## config.mk

```make
export PLATFORM = sky130hd
export DESIGN_NAME = ex_agu
export DESIGN_NICKNAME = d
export VERILOG_FILES = /design/src/design/ex_pkg.sv /design/src/design/ex_agu.sv
export SDC_FILE = /design/constraint.sdc
export NUM_CORES = 1
export LEC_CHECK = 0
export BUFFER_PORTS_ARGS = -buffer_cell sky130_fd_sc_hd__clkbuf_2
export CORE_AREA = 2 2 152 154
export DETAILED_ROUTE_END_ITERATION = 10
export DIE_AREA = 0 0 154 156
export GPL_TIMING_DRIVEN = 0
export PLACE_DENSITY_LB_ADDON = 0.05
export SLEW_MARGIN = 20
export SYNTH_ARGS = -nofsm -noshare
export SYNTH_HDL_FRONTEND = slang
export SYNTH_SLANG_ARGS = --single-unit
```

## constraint.sdc

```tcl
create_clock -name vclk -period 4.1
set_input_delay 0 -clock vclk [all_inputs]
set_output_delay 0 -clock vclk [all_outputs]
set_load 0.1 [all_outputs]
```

## src/design/ex_pkg.sv

```systemverilog
`default_nettype none

package ex_pkg;

    // datapath and field widths set by the ISA
    localparam int XLEN    = 32;
    localparam int REG_AW  = 5;
    localparam int FTQ_IDW = 3;
    localparam int CSR_AW  = 14;

    typedef enum logic [5:0] {
        OP_AND, OP_OR, OP_XOR, OP_NOR,
        OP_SLL, OP_SRL, OP_SRA,
        OP_BEQ, OP_BNE, OP_BLT, OP_BGE, OP_BLTU, OP_BGEU, OP_B, OP_JIRL,
        OP_ADD, OP_SUB, OP_MUL, OP_MULH, OP_MULHU,
        OP_DIV, OP_DIVU, OP_MOD, OP_MODU, OP_SLT, OP_SLTU,
        OP_LUI, OP_PCADD,
        OP_CSRRD, OP_CSRWR, OP_CSRXCHG,
        OP_RDCNTVL, OP_RDCNTVH, OP_RDCNTID
    } alu_op_e;

    // which unit drives the register write data
    typedef enum logic [2:0] {
        RES_NONE, RES_LOGIC, RES_SHIFT, RES_MOVE, RES_ARITH, RES_JUMP, RES_CSR
    } res_sel_e;

    typedef enum logic [1:0] {
        SIZE_BYTE, SIZE_HALF, SIZE_WORD
    } mem_size_e;

    // micro-op from dispatch
    typedef struct packed {
        logic               valid;
        logic [XLEN-1:0]    pc;
        alu_op_e            aluop;
        res_sel_e           alusel;
        logic [XLEN-1:0]    opnd1;
        logic [XLEN-1:0]    opnd2;
        logic [XLEN-1:0]    imm;
        logic               use_imm;
        logic               wreg;
        logic [REG_AW-1:0]  waddr;
        logic               mem_load;
        logic               mem_store;
        mem_size_e          mem_size;
        logic               csr_we;
        logic [CSR_AW-1:0]  csr_addr;
        logic [XLEN-1:0]    csr_rdata;
        logic               predicted_taken;
        logic [FTQ_IDW-1:0] ftq_id;
    } ex_uop_t;

    // execute to memory pipeline register
    typedef struct packed {
        logic               valid;
        logic [XLEN-1:0]    pc;
        logic               wreg;
        logic [REG_AW-1:0]  waddr;
        logic [XLEN-1:0]    wdata;
        logic               mem_load;
        logic               mem_store;
        mem_size_e          mem_size;
        logic [XLEN-1:0]    mem_addr;
        logic [XLEN-1:0]    store_data;
        logic               csr_we;
        logic [CSR_AW-1:0]  csr_addr;
        logic [XLEN-1:0]    csr_wdata;
        logic               excp_ale;
        logic               last_in_block;
        logic [FTQ_IDW-1:0] ftq_id;
    } ex_mem_t;

    // register write forward back to dispatch
    typedef struct packed {
        logic              valid;
        logic [REG_AW-1:0] waddr;
        logic [XLEN-1:0]   wdata;
    } ex_fwd_t;

endpackage

`default_nettype wire
```

## src/design/ex_agu.sv

```systemverilog
`default_nettype none

module ex_agu (
    input  ex_pkg::ex_uop_t         uop_i,
    input  logic [63:0]             timer_64_i,
    input  logic [ex_pkg::XLEN-1:0] tid_i,
    output logic [ex_pkg::XLEN-1:0] mem_addr_o,
    output logic                    excp_ale_o,
    output logic [ex_pkg::XLEN-1:0] csr_wdata_o,
    output logic [ex_pkg::XLEN-1:0] csr_read_data_o
);

    logic access_mem;
    logic misaligned;

    // base plus offset
    assign mem_addr_o = uop_i.opnd1 + uop_i.imm;

    assign access_mem = uop_i.mem_load | uop_i.mem_store;

    always_comb begin
        case (uop_i.mem_size)
            ex_pkg::SIZE_HALF: misaligned = mem_addr_o[0];
            ex_pkg::SIZE_WORD: misaligned = |mem_addr_o[1:0];
            // byte access never faults
            default:           misaligned = 1'b0;
        endcase
    end

    assign excp_ale_o = access_mem & misaligned;

    // xchg writes only the bits selected by the mask in opnd2
    always_comb begin
        if (uop_i.aluop == ex_pkg::OP_CSRXCHG) begin
            csr_wdata_o = (uop_i.opnd1 & uop_i.opnd2) | (uop_i.csr_rdata & ~uop_i.opnd2);
        end else begin
            csr_wdata_o = uop_i.opnd1;
        end
    end

    // counter reads bypass the csr file
    always_comb begin
        case (uop_i.aluop)
            ex_pkg::OP_RDCNTID: csr_read_data_o = tid_i;
            ex_pkg::OP_RDCNTVL: csr_read_data_o = timer_64_i[31:0];
            ex_pkg::OP_RDCNTVH: csr_read_data_o = timer_64_i[63:32];
            default:            csr_read_data_o = uop_i.csr_rdata;
        endcase
    end

endmodule

`default_nettype wire

```

### Yosys cells after proc, flatten, opt, wreduce, memory -nomap -nowiden

Cells that the tools add are included.

* register bits: 0
* bits of input ports: 296
* output and inout port bits: 97
* logic and storage cells: 17

* $add $sub $neg: 1
* equality and inequality tests: 6
* muxes and demuxes: 3
* bitwise operators: 6
* reduce and logical (&&, ||, !) cells: 1

Operator list (count)
* $pmux 32 s3: 1
* $and 32x32->32: 2
* $add 32x32->32: 1
* $mux 32: 1
* $not 32->32: 1
* $or 32x32->32: 1
* $eq 6x5->1 const B: 2
* $eq 6x6->1 const B: 2
* $eq 2x1->1 const B: 1
* $eq 2x2->1 const B: 1
* $pmux 1 s2: 1
* $reduce_or 2->1: 1
* $and 1x1->1: 1
* $or 1x1->1: 1

### Longest topological paths before layout

Gate-level depths: netlist of the first run.

* depth after elaboration: 4
* mapped depth: 9
* gate-level depth less buffers: 9

### Least setup slack after synthesis of the first run

No wires, ideal clock.

* kind: in2out
* from: input uop_i[62] (netlist bit)
* to: output excp_ale_o
* arrival time: 3.547 ns
* required time: 4.100 ns
* path slack: 0.553 ns
* stages on the path: 4
* path buffers: 0
* path through: ha_1 > fa_1 > a21oi_1 > nor3_1

* longest elaborated chain between the ends: 4

RTL lines
* start, declared: RTL line ex_agu.sv:4 `input ex_pkg::ex_uop_t uop_i,`
* $add 32x32->32: RTL line ex_agu.sv:17 `assign mem_addr_o = uop_i.opnd1 + uop_i.imm;`
* net mem_addr_o (one bit): RTL line ex_agu.sv:7 `output logic [ex_pkg::XLEN-1:0] mem_addr_o,`
* $reduce_or 2->1: RTL line ex_agu.sv:24 `ex_pkg::SIZE_WORD: misaligned = |mem_addr_o[1:0];`
* $pmux 1 s2: RTL line ex_agu.sv:22 `case (uop_i.mem_size)`
* $and 1x1->1: RTL line ex_agu.sv:30 `assign excp_ale_o = access_mem & misaligned;`
* end, declared: RTL line ex_agu.sv:8 `output logic excp_ale_o,`

The timed path passes the listed nets, and every way through them passes these cells.

### Worst setup path in the final report of the first run

* from: input uop_i[62] (netlist bit)
* to: output mem_addr_o[28] (netlist bit)

* longest elaborated chain between the ends: 1

RTL lines (RTL line)
* $add 32x32->32: ex_agu.sv:17
* end, declared: ex_agu.sv:7

No other way between the ends.

==> Flow_metrics.wiki, run 1 <==
{| class="wikitable"
! Metric !! Value
|-
| Detailed-route DRC error count || 0
|-
| Proportion of netlist area held by the largest area contributor || 12.7%
|-
| Worst path setup slack after routing || between 1 and 1.5 ns
|-
| Cell row count || 55
|-
| Final critical path time including I/O delays and setup || 3.03 ns
|-
| Post-synth top cells || 75 x sky130_fd_sc_hd__nor2_1, 33 x sky130_fd_sc_hd__ha_1, 31 x sky130_fd_sc_hd__a21oi_1, 31 x sky130_fd_sc_hd__a221o_1, 31 x sky130_fd_sc_hd__mux2i_1
|-
| Detailed Route Iter0 Violations || 229
|-
| Sequential cells || 0
|-
| Finish-stage setup viols || 0
|-
| Startpoint-to-endpoint class of the critical path || input pin to primary output
|-
| Setup crit end kind || primary output
|-
| Number of synthesis warnings || 0
|-
| Area growth, synth to finish || 61.5%
|-
| Run status || completed
|-
| Critical path, cell by cell || clkbuf_2, ha_1, fa_1, a21o_1, a221oi_2, o21ai_1, a21oi_1, o31a_1, o21ai_1, xor2_1, clkbuf_2
|-
| Number of buffer cells added on primary ports || 330
|-
| DRT Wirelength || 18800 um
|-
| Biggest area contributors in the synthesized netlist || sky130_fd_sc_hd__ha_1 13%, sky130_fd_sc_hd__a221o_1 9.5%, sky130_fd_sc_hd__mux2i_1 9.5%
|-
| First-pass GRT wire length || 27500 um
|-
| Count of TritonRoute iterations in the first routing pass || 4
|-
| Post-Syn Nets || 768
|-
| Number of inserted filler cells in the final layout || 2580
|-
| Number of antenna violations at the first check in global routing || 0
|-
| Max-slew violation count || 0
|-
| Layout Cell Area excl Fill || 5270 um^2
|-
| Setup fix buffers added after clock tree synthesis || 0
|-
| Critical Path AT || 3.03 ns
|-
| Worst supply voltage drop on vdd || 0.134 mV
|-
| Core footprint || 22400 um^2
|-
| Routed via count || 4669
|-
| Vias in the first global route || between 4000 and 5000
|-
| Power density over the cells || 281 nW/um^2
|-
| Post-route clock period utilization || 73.8%
|-
| Cell with the largest stage delay on the worst path || sky130_fd_sc_hd__clkbuf_2
|-
| Mean Syn Cell Area || 7.45 um^2
|-
| Detailed-route vias per instance || 4.43
|-
| Leak || about 2.8 nW
|-
| RSZ-0062 raised after global routing || no
|-
| Number of max-cap violations || 0
|-
| Top fanout value on the critical path || 3
|-
| Required arrival time at the worst endpoint || 4.10 ns
|-
| Cell accounting for the most synthesized area || sky130_fd_sc_hd__ha_1
|-
| Total power consumption of the routed design || 1.48 mW
|-
| Post-synthesis instance total || 438
|-
| Number of non-filler instances in the completed layout || 1053
|-
| Aggregate negative setup slack || 0 ns
|-
| Tightest hold margin || 0.620 ns
|-
| Crit path largest cell delay || between 0.4 and 0.5 ns
|-
| Area taken by flip-flops and latches || 0 um^2
|-
| Number of antenna repair diodes || 0
|-
| Endpoints failing hold || 0
|-
| Pin count of the biggest net entering global routing || 11
|-
| Total number of nets in the final design || 1100
|-
| Number of cells upsized or downsized after cts || 0
|-
| Path category of the worst min-delay check || input pin to primary output
|-
| Most common cell in the synthesized netlist || sky130_fd_sc_hd__nor2_1
|-
| Post-Place Setup Slack || 1.07 ns
|-
| Final standard cell utilization of the core || 23.6%
|-
| Cell Area, Placed || about 5300 um^2
|-
| Sequential-to-total area share from yosys stat || 0%
|-
| Vertical die dimension || between 150 and 200 um
|-
| Share of final-layout standard cells stronger than drive strength 1 || 49.0%
|-
| Measured slew at the worst slew-check pin || 0.958 ns
|-
| DP HPWL || 16700 um
|-
| Die extent in x || between 150 and 200 um
|-
| Antenna violation net count after detailed routing || 0
|-
| Floorplan die area || 24000 um^2
|-
| Placed cell count || about 1100
|-
| Worst Hold Depth || 4
|-
| Max-Slew Margin vs Limit || 36.1%
|-
| Hold-fix buffers, CTS || 0
|-
| Total congestion overflow || 0
|-
| Weighted congestion reported at the end of routability-driven placement || around 0.86
|-
| Initial cell density of the core || 14.6%
|-
| Netlist area before placement || around 3300 um^2
|-
| Count of cell types in the netlist || 62
|-
| Fmax || between 300 and 400 MHz
|-
| Number of clock buffers in the layout || 0
|-
| Routed wire per std cell || 17.8 um
|-
| I/O pins || a little under 400
|-
| Setup crit start kind || input pin
|-
| Global-route usage over all layers || 14.5%
|}
==> metal layers <==
metal | vias up | share of wire, % | track usage (%)
li1 | 2332 | - | -
met1 | 2117 | 42 | 17.6
met2 | 212 | 51 | 28.4
met3 | 8 | 6.0 | 1.81
met4 | 0 | 0.62 | 0.801
met5 | - | 0 | 0
==> power breakdown <==
part	switching, mW	internal, mW
logic	1.15	0.335
registers	0	0
clock network	0	0
==> worst paths after layout <==
kind       from             end
max   uop_i[62]  mem_addr_o[28]
min   uop_i[52]      excp_ale_o
==> layout make-up <==
cell class	count	area (um^2)	share of cell area, %
plain buffers	31	169	3.20
multi-input cells	403	3080	58.4
inverters	4	15.0	0.285
repair buffers	330	1650	31.3
well taps	285	357	6.76
==> cell families (layout without fill, tap and decap cells) <==
logic type	Yosys count	in the layout	synth area share, %
buffers and inverters	35	365	5.64
XOR/XNOR	29	29	7.78
AND/OR/NAND/NOR	133	133	18.3
adder cells (fa/ha/maj)	34	34	13.3
multiplexers	63	63	20.6
AO/OA/AOI/OAI	144	144	34.5
==> worst max-delay path, delay by kind of cell <==
family,cells,cell delay (ns)
AOI/OAI and AO/OA,6,1.64
buffers and inverters,2,0.58
xor gates and xnor gates,1,0.15
adders and majority gates,2,0.64
==> layout by cell type, fill, tap and decap left out, types with 5 or more instances in the layout <==
master,instances
sky130_fd_sc_hd__o21ai_1,8
sky130_fd_sc_hd__xnor2_1,17
sky130_fd_sc_hd__and3_1,5
sky130_fd_sc_hd__a21o_1,18
sky130_fd_sc_hd__buf_6,6
sky130_fd_sc_hd__clkbuf_2,330
sky130_fd_sc_hd__mux2_1,13
sky130_fd_sc_hd__xor2_1,12
sky130_fd_sc_hd__mux2i_1,31
sky130_fd_sc_hd__o21ai_0,15
sky130_fd_sc_hd__clkbuf_1,18
sky130_fd_sc_hd__ha_1,33
sky130_fd_sc_hd__buf_1,5
sky130_fd_sc_hd__mux2_2,19
sky130_fd_sc_hd__a221o_1,31
sky130_fd_sc_hd__a21oi_1,31
sky130_fd_sc_hd__nand3_1,8
sky130_fd_sc_hd__nand2_1,20
sky130_fd_sc_hd__nor2_1,75
Power figures use the tool's default switching activity.
==> run 2: changes to the inputs <==
--- a/config.mk
+++ b/config.mk
@@ -6,9 +6,9 @@
 export NUM_CORES = 1
 export LEC_CHECK = 0
 export BUFFER_PORTS_ARGS = -buffer_cell sky130_fd_sc_hd__clkbuf_2
-export CORE_AREA = 2 2 152 154
+export CORE_AREA = 2 2 154 156
 export DETAILED_ROUTE_END_ITERATION = 10
-export DIE_AREA = 0 0 154 156
+export DIE_AREA = 0 0 156 158
 export GPL_TIMING_DRIVEN = 0
 export PLACE_DENSITY_LB_ADDON = 0.05
 export SLEW_MARGIN = 20
==> constraint.sdc (replaced) <==
create_clock -name vclk -period 2.65
set_input_delay 0 -clock vclk [all_inputs]
set_output_delay 0 -clock vclk [all_outputs]
set_load 0.1 [all_outputs]
==> Flow_metrics.wiki, run 2 (synthesized netlist as in run 1, its figures left out) <==
{| class="wikitable"
! Metric !! Value
|-
| Worst Hold Depth || 4
|-
| Number of antenna repair diodes || 0
|-
| Number of clock buffers in the layout || 0
|-
| Initial cell density of the core || 14.2%
|-
| Die extent in x || 156 um
|-
| Sequential cells || 0
|-
| Max-slew violation count || 0
|-
| Path category of the worst min-delay check || input pin to primary output
|-
| Detailed Route Iter0 Violations || 219
|-
| Hold-fix buffers, CTS || 0
|-
| Setup crit end kind || primary output
|-
| Area growth, synth to finish || 71.3%
|-
| Detailed-route vias per instance || 4.42
|-
| Power density over the cells || 433 nW/um^2
|-
| Final critical path time including I/O delays and setup || about 2.5 ns
|-
| Total power consumption of the routed design || 2.42 mW
|-
| Vertical die dimension || 158 um
|-
| Pin count of the biggest net entering global routing || 11
|-
| Worst supply voltage drop on vdd || 0.208 mV
|-
| Number of inserted filler cells in the final layout || 2638
|-
| Finish-stage setup viols || 0
|-
| Max-Slew Margin vs Limit || 34.3%
|-
| Startpoint-to-endpoint class of the critical path || input pin to primary output
|-
| Most frequent cells in the layout || 320 x sky130_fd_sc_hd__clkbuf_2, 75 x sky130_fd_sc_hd__nor2_1, 33 x sky130_fd_sc_hd__ha_1, 31 x sky130_fd_sc_hd__mux2i_1, 31 x sky130_fd_sc_hd__a221o_1
|-
| Post-route clock period utilization || 95.5%
|-
| Run status || completed
|-
| Leak || between 2 and 3 nW
|-
| Total congestion overflow || 0
|-
| Top fanout value on the critical path || 4
|-
| Share of final-layout standard cells stronger than drive strength 1 || a little over half
|-
| Area taken by flip-flops and latches || 0 um^2
|-
| Endpoint of the worst hold-timing path || mem_addr_o[30]
|-
| RSZ-0062 raised after global routing || no
|-
| Cell row count || 56
|-
| I/O pins || just under 400
|-
| Endpoints failing hold || 0
|-
| Count of TritonRoute iterations in the first routing pass || 4
|-
| Floorplan die area || 24600 um^2
|-
| Weighted congestion reported at the end of routability-driven placement || a little under 0.8
|-
| Most common library cell in the layout ignoring fill and taps || sky130_fd_sc_hd__clkbuf_2
|-
| Startpoint of the lowest-slack hold path || uop_i[92]
|-
| Setup crit start kind || input pin
|-
| Antenna violation net count after detailed routing || 0
|-
| Global-route usage over all layers || about 14%
|-
| Number of max-cap violations || 0
|-
| Tightest hold margin || a little over 0.6 ns
|-
| Detailed-route DRC error count || 0
|-
| DP HPWL || 16800 um
|-
| Routed wire per std cell || 17.9 um
|-
| Number of antenna violations at the first check in global routing || 0
|-
| Required arrival time at the worst endpoint || 2.65 ns
|-
| Critical Path AT || about 2.5 ns
|-
| Number of buffer cells added on primary ports || 330
|-
| DRT Wirelength || approximately 19000 um
|-
| Area of the multi-input gates || 3290 um^2
|-
| Total number of nets in the final design || roughly 1100
|-
| Final standard cell utilization of the core || approximately a quarter
|-
| Core footprint || 23100 um^2
|-
| Vias in the first global route || 4698
|-
| Measured slew at the worst slew-check pin || 0.985 ns
|-
| Fmax || between 300 and 400 MHz
|-
| First-pass GRT wire length || 26700 um
|-
| Aggregate negative setup slack || 0 ns
|-
| Routed via count || between 4000 and 5000
|}
## run 2: cell count changes in the layout (fill, tap and decap cells not counted), sizes merged
cell    before  now
buf         13   21
clkbuf     348  345
## run 2: cell type report
class	count	share of cell area, %
Multi-Input combinational cell	403	58.9
Tap cell	290	6.49
Inverter	4	0.269
Buffer	31	3.04
Timing Repair Buffer	335	31.3
## run 2: timing repair
action,in CTS,in global routing
buffers inserted,2,3
endpoints found under the setup margin,11,20
resized for setup,17,19
pin swaps,3,5
## run 2: through the flow
stage                     cell area [um^2]  std cells  setup slack [ns]
after CTS                             5500       1060           -0.0143
after detailed placement              5410       1058            -0.596
after global routing                  5590       1063           0.00640
after floorplan                       3400        438            -0.391
final                                 5590       1063             0.120
after global placement                5410       1058            -0.599
## run 2: per-layer routing
layer	GRT usage, %	up-vias	part of all wire [%]
li1	-	2336	-
met4	0.481	0	0.30
met2	28.3	203	53
met1	16.4	2155	41
met3	2.16	4	6.5
met5	0	-	0
## run 2: report_power, final
group          internal [mW]  switching, mW
Clock                      0              0
Sequential                 0              0
Combinational          0.602           1.82
Total                  0.602           1.82
## run 2: worst max path at each step
stage,startpoint,to
4_1_cts,uop_i[126],mem_addr_o[24]
2_1_floorplan,uop_i[62],mem_addr_o[22]
3_3_place_gp,uop_i[126],mem_addr_o[28]
5_1_grt,uop_i[70],mem_addr_o[29]
6_report,uop_i[126],mem_addr_o[22]
3_5_place_dp,uop_i[126],mem_addr_o[28]
## run 2: critical path, stage by stage
cell and delay (ns):
sky130_fd_sc_hd__clkbuf_2 0.10, sky130_fd_sc_hd__ha_1 0.22, sky130_fd_sc_hd__fa_2 0.36, sky130_fd_sc_hd__a21o_1 0.22
sky130_fd_sc_hd__a221oi_4 0.34, sky130_fd_sc_hd__o211ai_2 0.16, sky130_fd_sc_hd__a31oi_4 0.31, sky130_fd_sc_hd__o32ai_4 0.17
sky130_fd_sc_hd__xor2_1 0.18, sky130_fd_sc_hd__buf_2 0.46
==> run 3: changes to the inputs <==
--- a/config.mk
+++ b/config.mk
@@ -6,9 +6,9 @@
 export NUM_CORES = 1
 export LEC_CHECK = 0
 export BUFFER_PORTS_ARGS = -buffer_cell sky130_fd_sc_hd__clkbuf_2
-export CORE_AREA = 2 2 154 156
+export CORE_AREA = 2 2 152 154
 export DETAILED_ROUTE_END_ITERATION = 10
-export DIE_AREA = 0 0 156 158
+export DIE_AREA = 0 0 154 156
 export GPL_TIMING_DRIVEN = 0
 export PLACE_DENSITY_LB_ADDON = 0.05
 export SLEW_MARGIN = 20
==> constraint.sdc (replaced) <==
create_clock -name vclk -period 3
set_input_delay 0 -clock vclk [all_inputs]
set_output_delay 0 -clock vclk [all_outputs]
set_load 0.1 [all_outputs]
==> Flow_metrics.wiki, run 3 (synthesized netlist as in run 1, its figures left out) <==
{| class="wikitable"
! Metric !! Value
|-
| Count of TritonRoute iterations in the first routing pass || 4
|-
| Path category of the worst min-delay check || input pin to primary output
|-
| Detailed-route DRC error count || 0
|-
| Finish-stage setup viols || 0
|-
| Tightest hold margin || 0.632 ns
|-
| Pin count of the biggest net entering global routing || 11
|-
| Final critical path time including I/O delays and setup || 2.81 ns
|-
| Vias in the first global route || 4857
|-
| Number of inserted filler cells in the final layout || 2584
|-
| Number of clock buffers in the layout || 0
|-
| Floorplan die area || ~24000 um^2
|-
| Area taken by flip-flops and latches || 0 um^2
|-
| Run status || completed
|-
| Most frequent cells in the layout || 327 x sky130_fd_sc_hd__clkbuf_2, 75 x sky130_fd_sc_hd__nor2_1, 33 x sky130_fd_sc_hd__ha_1, 31 x sky130_fd_sc_hd__mux2i_1, 31 x sky130_fd_sc_hd__a221o_1
|-
| Max-slew violation count || 0
|-
| DP HPWL || between 15000 and 20000 um
|-
| Hold-fix buffers, CTS || 0
|-
| Share of final-layout standard cells stronger than drive strength 1 || approximately 50%
|-
| Fmax || 355 MHz
|-
| Routed via count || 4716
|-
| Critical Path AT || between 2 and 3 ns
|-
| Number of antenna violations at the first check in global routing || 0
|-
| RSZ-0062 raised after global routing || no
|-
| DRT Wirelength || 19000 um
|-
| Routed wire per std cell || around 18 um
|-
| First-pass GRT wire length || 27300 um
|-
| Post-route clock period utilization || between 90 and 100%
|-
| Leak || 2.85 nW
|-
| Die extent in x || around 150 um
|-
| Sequential cells || 0
|-
| I/O pins || 393
|-
| Setup crit end kind || primary output
|-
| Core footprint || 22400 um^2
|-
| Detailed-route vias per instance || around 4.5
|-
| Most common library cell in the layout ignoring fill and taps || sky130_fd_sc_hd__clkbuf_2
|-
| Weighted congestion reported at the end of routability-driven placement || approximately 0.84
|-
| Total number of nets in the final design || 1100
|-
| Cell row count || 55
|-
| Area growth, synth to finish || 63.4%
|-
| Total congestion overflow || 0
|-
| Initial cell density of the core || 14.6%
|-
| Number of antenna repair diodes || 0
|-
| Setup fix buffers added after clock tree synthesis || 0
|-
| Power density over the cells || ~380 nW/um^2
|-
| Global-route usage over all layers || 14.4%
|-
| Startpoint-to-endpoint class of the critical path || input pin to primary output
|-
| Number of max-cap violations || 0
|-
| Worst path setup slack after routing || 0.186 ns
|-
| Required arrival time at the worst endpoint || 3.00 ns
|-
| Measured slew at the worst slew-check pin || 1.03 ns
|-
| Post-Place Setup Slack || -0.0680 ns
|-
| Detailed Route Iter0 Violations || 176
|-
| Number of buffer cells added on primary ports || 330
|-
| Endpoints failing hold || 0
|-
| Top fanout value on the critical path || 4
|-
| Setup crit start kind || input pin
|-
| Max-Slew Margin vs Limit || 31.3%
|-
| Vertical die dimension || 156 um
|-
| Antenna violation net count after detailed routing || 0
|-
| Worst supply voltage drop on vdd || 0.172 mV
|}
==> run 3: worst max-delay path: stages <==
cell and delay [ns]:
sky130_fd_sc_hd__clkbuf_2 0.10, sky130_fd_sc_hd__ha_1 0.22, sky130_fd_sc_hd__fa_1 0.41, sky130_fd_sc_hd__a21o_1 0.23
sky130_fd_sc_hd__a221oi_2 0.36, sky130_fd_sc_hd__o211ai_2 0.18, sky130_fd_sc_hd__a31oi_4 0.29, sky130_fd_sc_hd__o32ai_2 0.20
sky130_fd_sc_hd__a22oi_1 0.19, sky130_fd_sc_hd__o31a_1 0.16, sky130_fd_sc_hd__clkbuf_2 0.46
==> run 3: area by class of cell <==
class | count | area [um^2] | share of cell area, %
inverters | 4 | 15.0 | 0.282
plain buffers | 31 | 169 | 3.17
multi-input cells | 403 | 3130 | 58.7
repair buffers | 330 | 1660 | 31.1
well taps | 285 | 357 | 6.69
==> run 3: per-stage QoR <==
| step | std cells | cell area [um^2] | total power, mW | setup TNS [ns] | util, % |
|---|---|---|---|---|---|
| 3_3_place_gp | 1053 | 5310 | 2.05 | -0.0713 | 23.8 |
| 6_report | 1053 | 5330 | 2.05 | 0 | 23.8 |
| 5_1_grt | 1053 | 5330 | 2.15 | 0 | 23.8 |
| 3_5_place_dp | 1053 | 5310 | 2.05 | -0.0787 | 23.8 |
| 2_1_floorplan | 438 | 3310 | 1.60 | -0.0412 | - |
| 4_1_cts | 1053 | 5320 | 2.06 | 0 | 23.8 |
==> run 3: final timing paths <==
check / start / endpoint / slack [ns] / depth (start not counted)
setup / recovery: uop_i[126] / mem_addr_o[26] / 0.19 / 11
hold / removal: uop_i[52] / excp_ale_o / 0.63 / 4
==> run 3: where the power goes <==
group          leakage, nW  switching [mW]  internal, mW
Combinational         2.85            1.58         0.470
Sequential               0               0             0
Clock                    0               0             0
==> run 3: timing repair <==
action | 4_1_cts | 5_1_grt
pin swaps | 0 | 0
gates resized for setup | 2 | 4
setup endpoints to repair | 2 | 3
==> run 3: per-layer routing <==
metal / wire length [um] / global-route usage, % / part of all wire (%)
met2: 9580 / 27.8 / 50
met4: 165 / 1.16 / 0.87
met1: 7990 / 17.4 / 42
met3: 1270 / 2.28 / 6.7
met5: 0 / 0 / 0
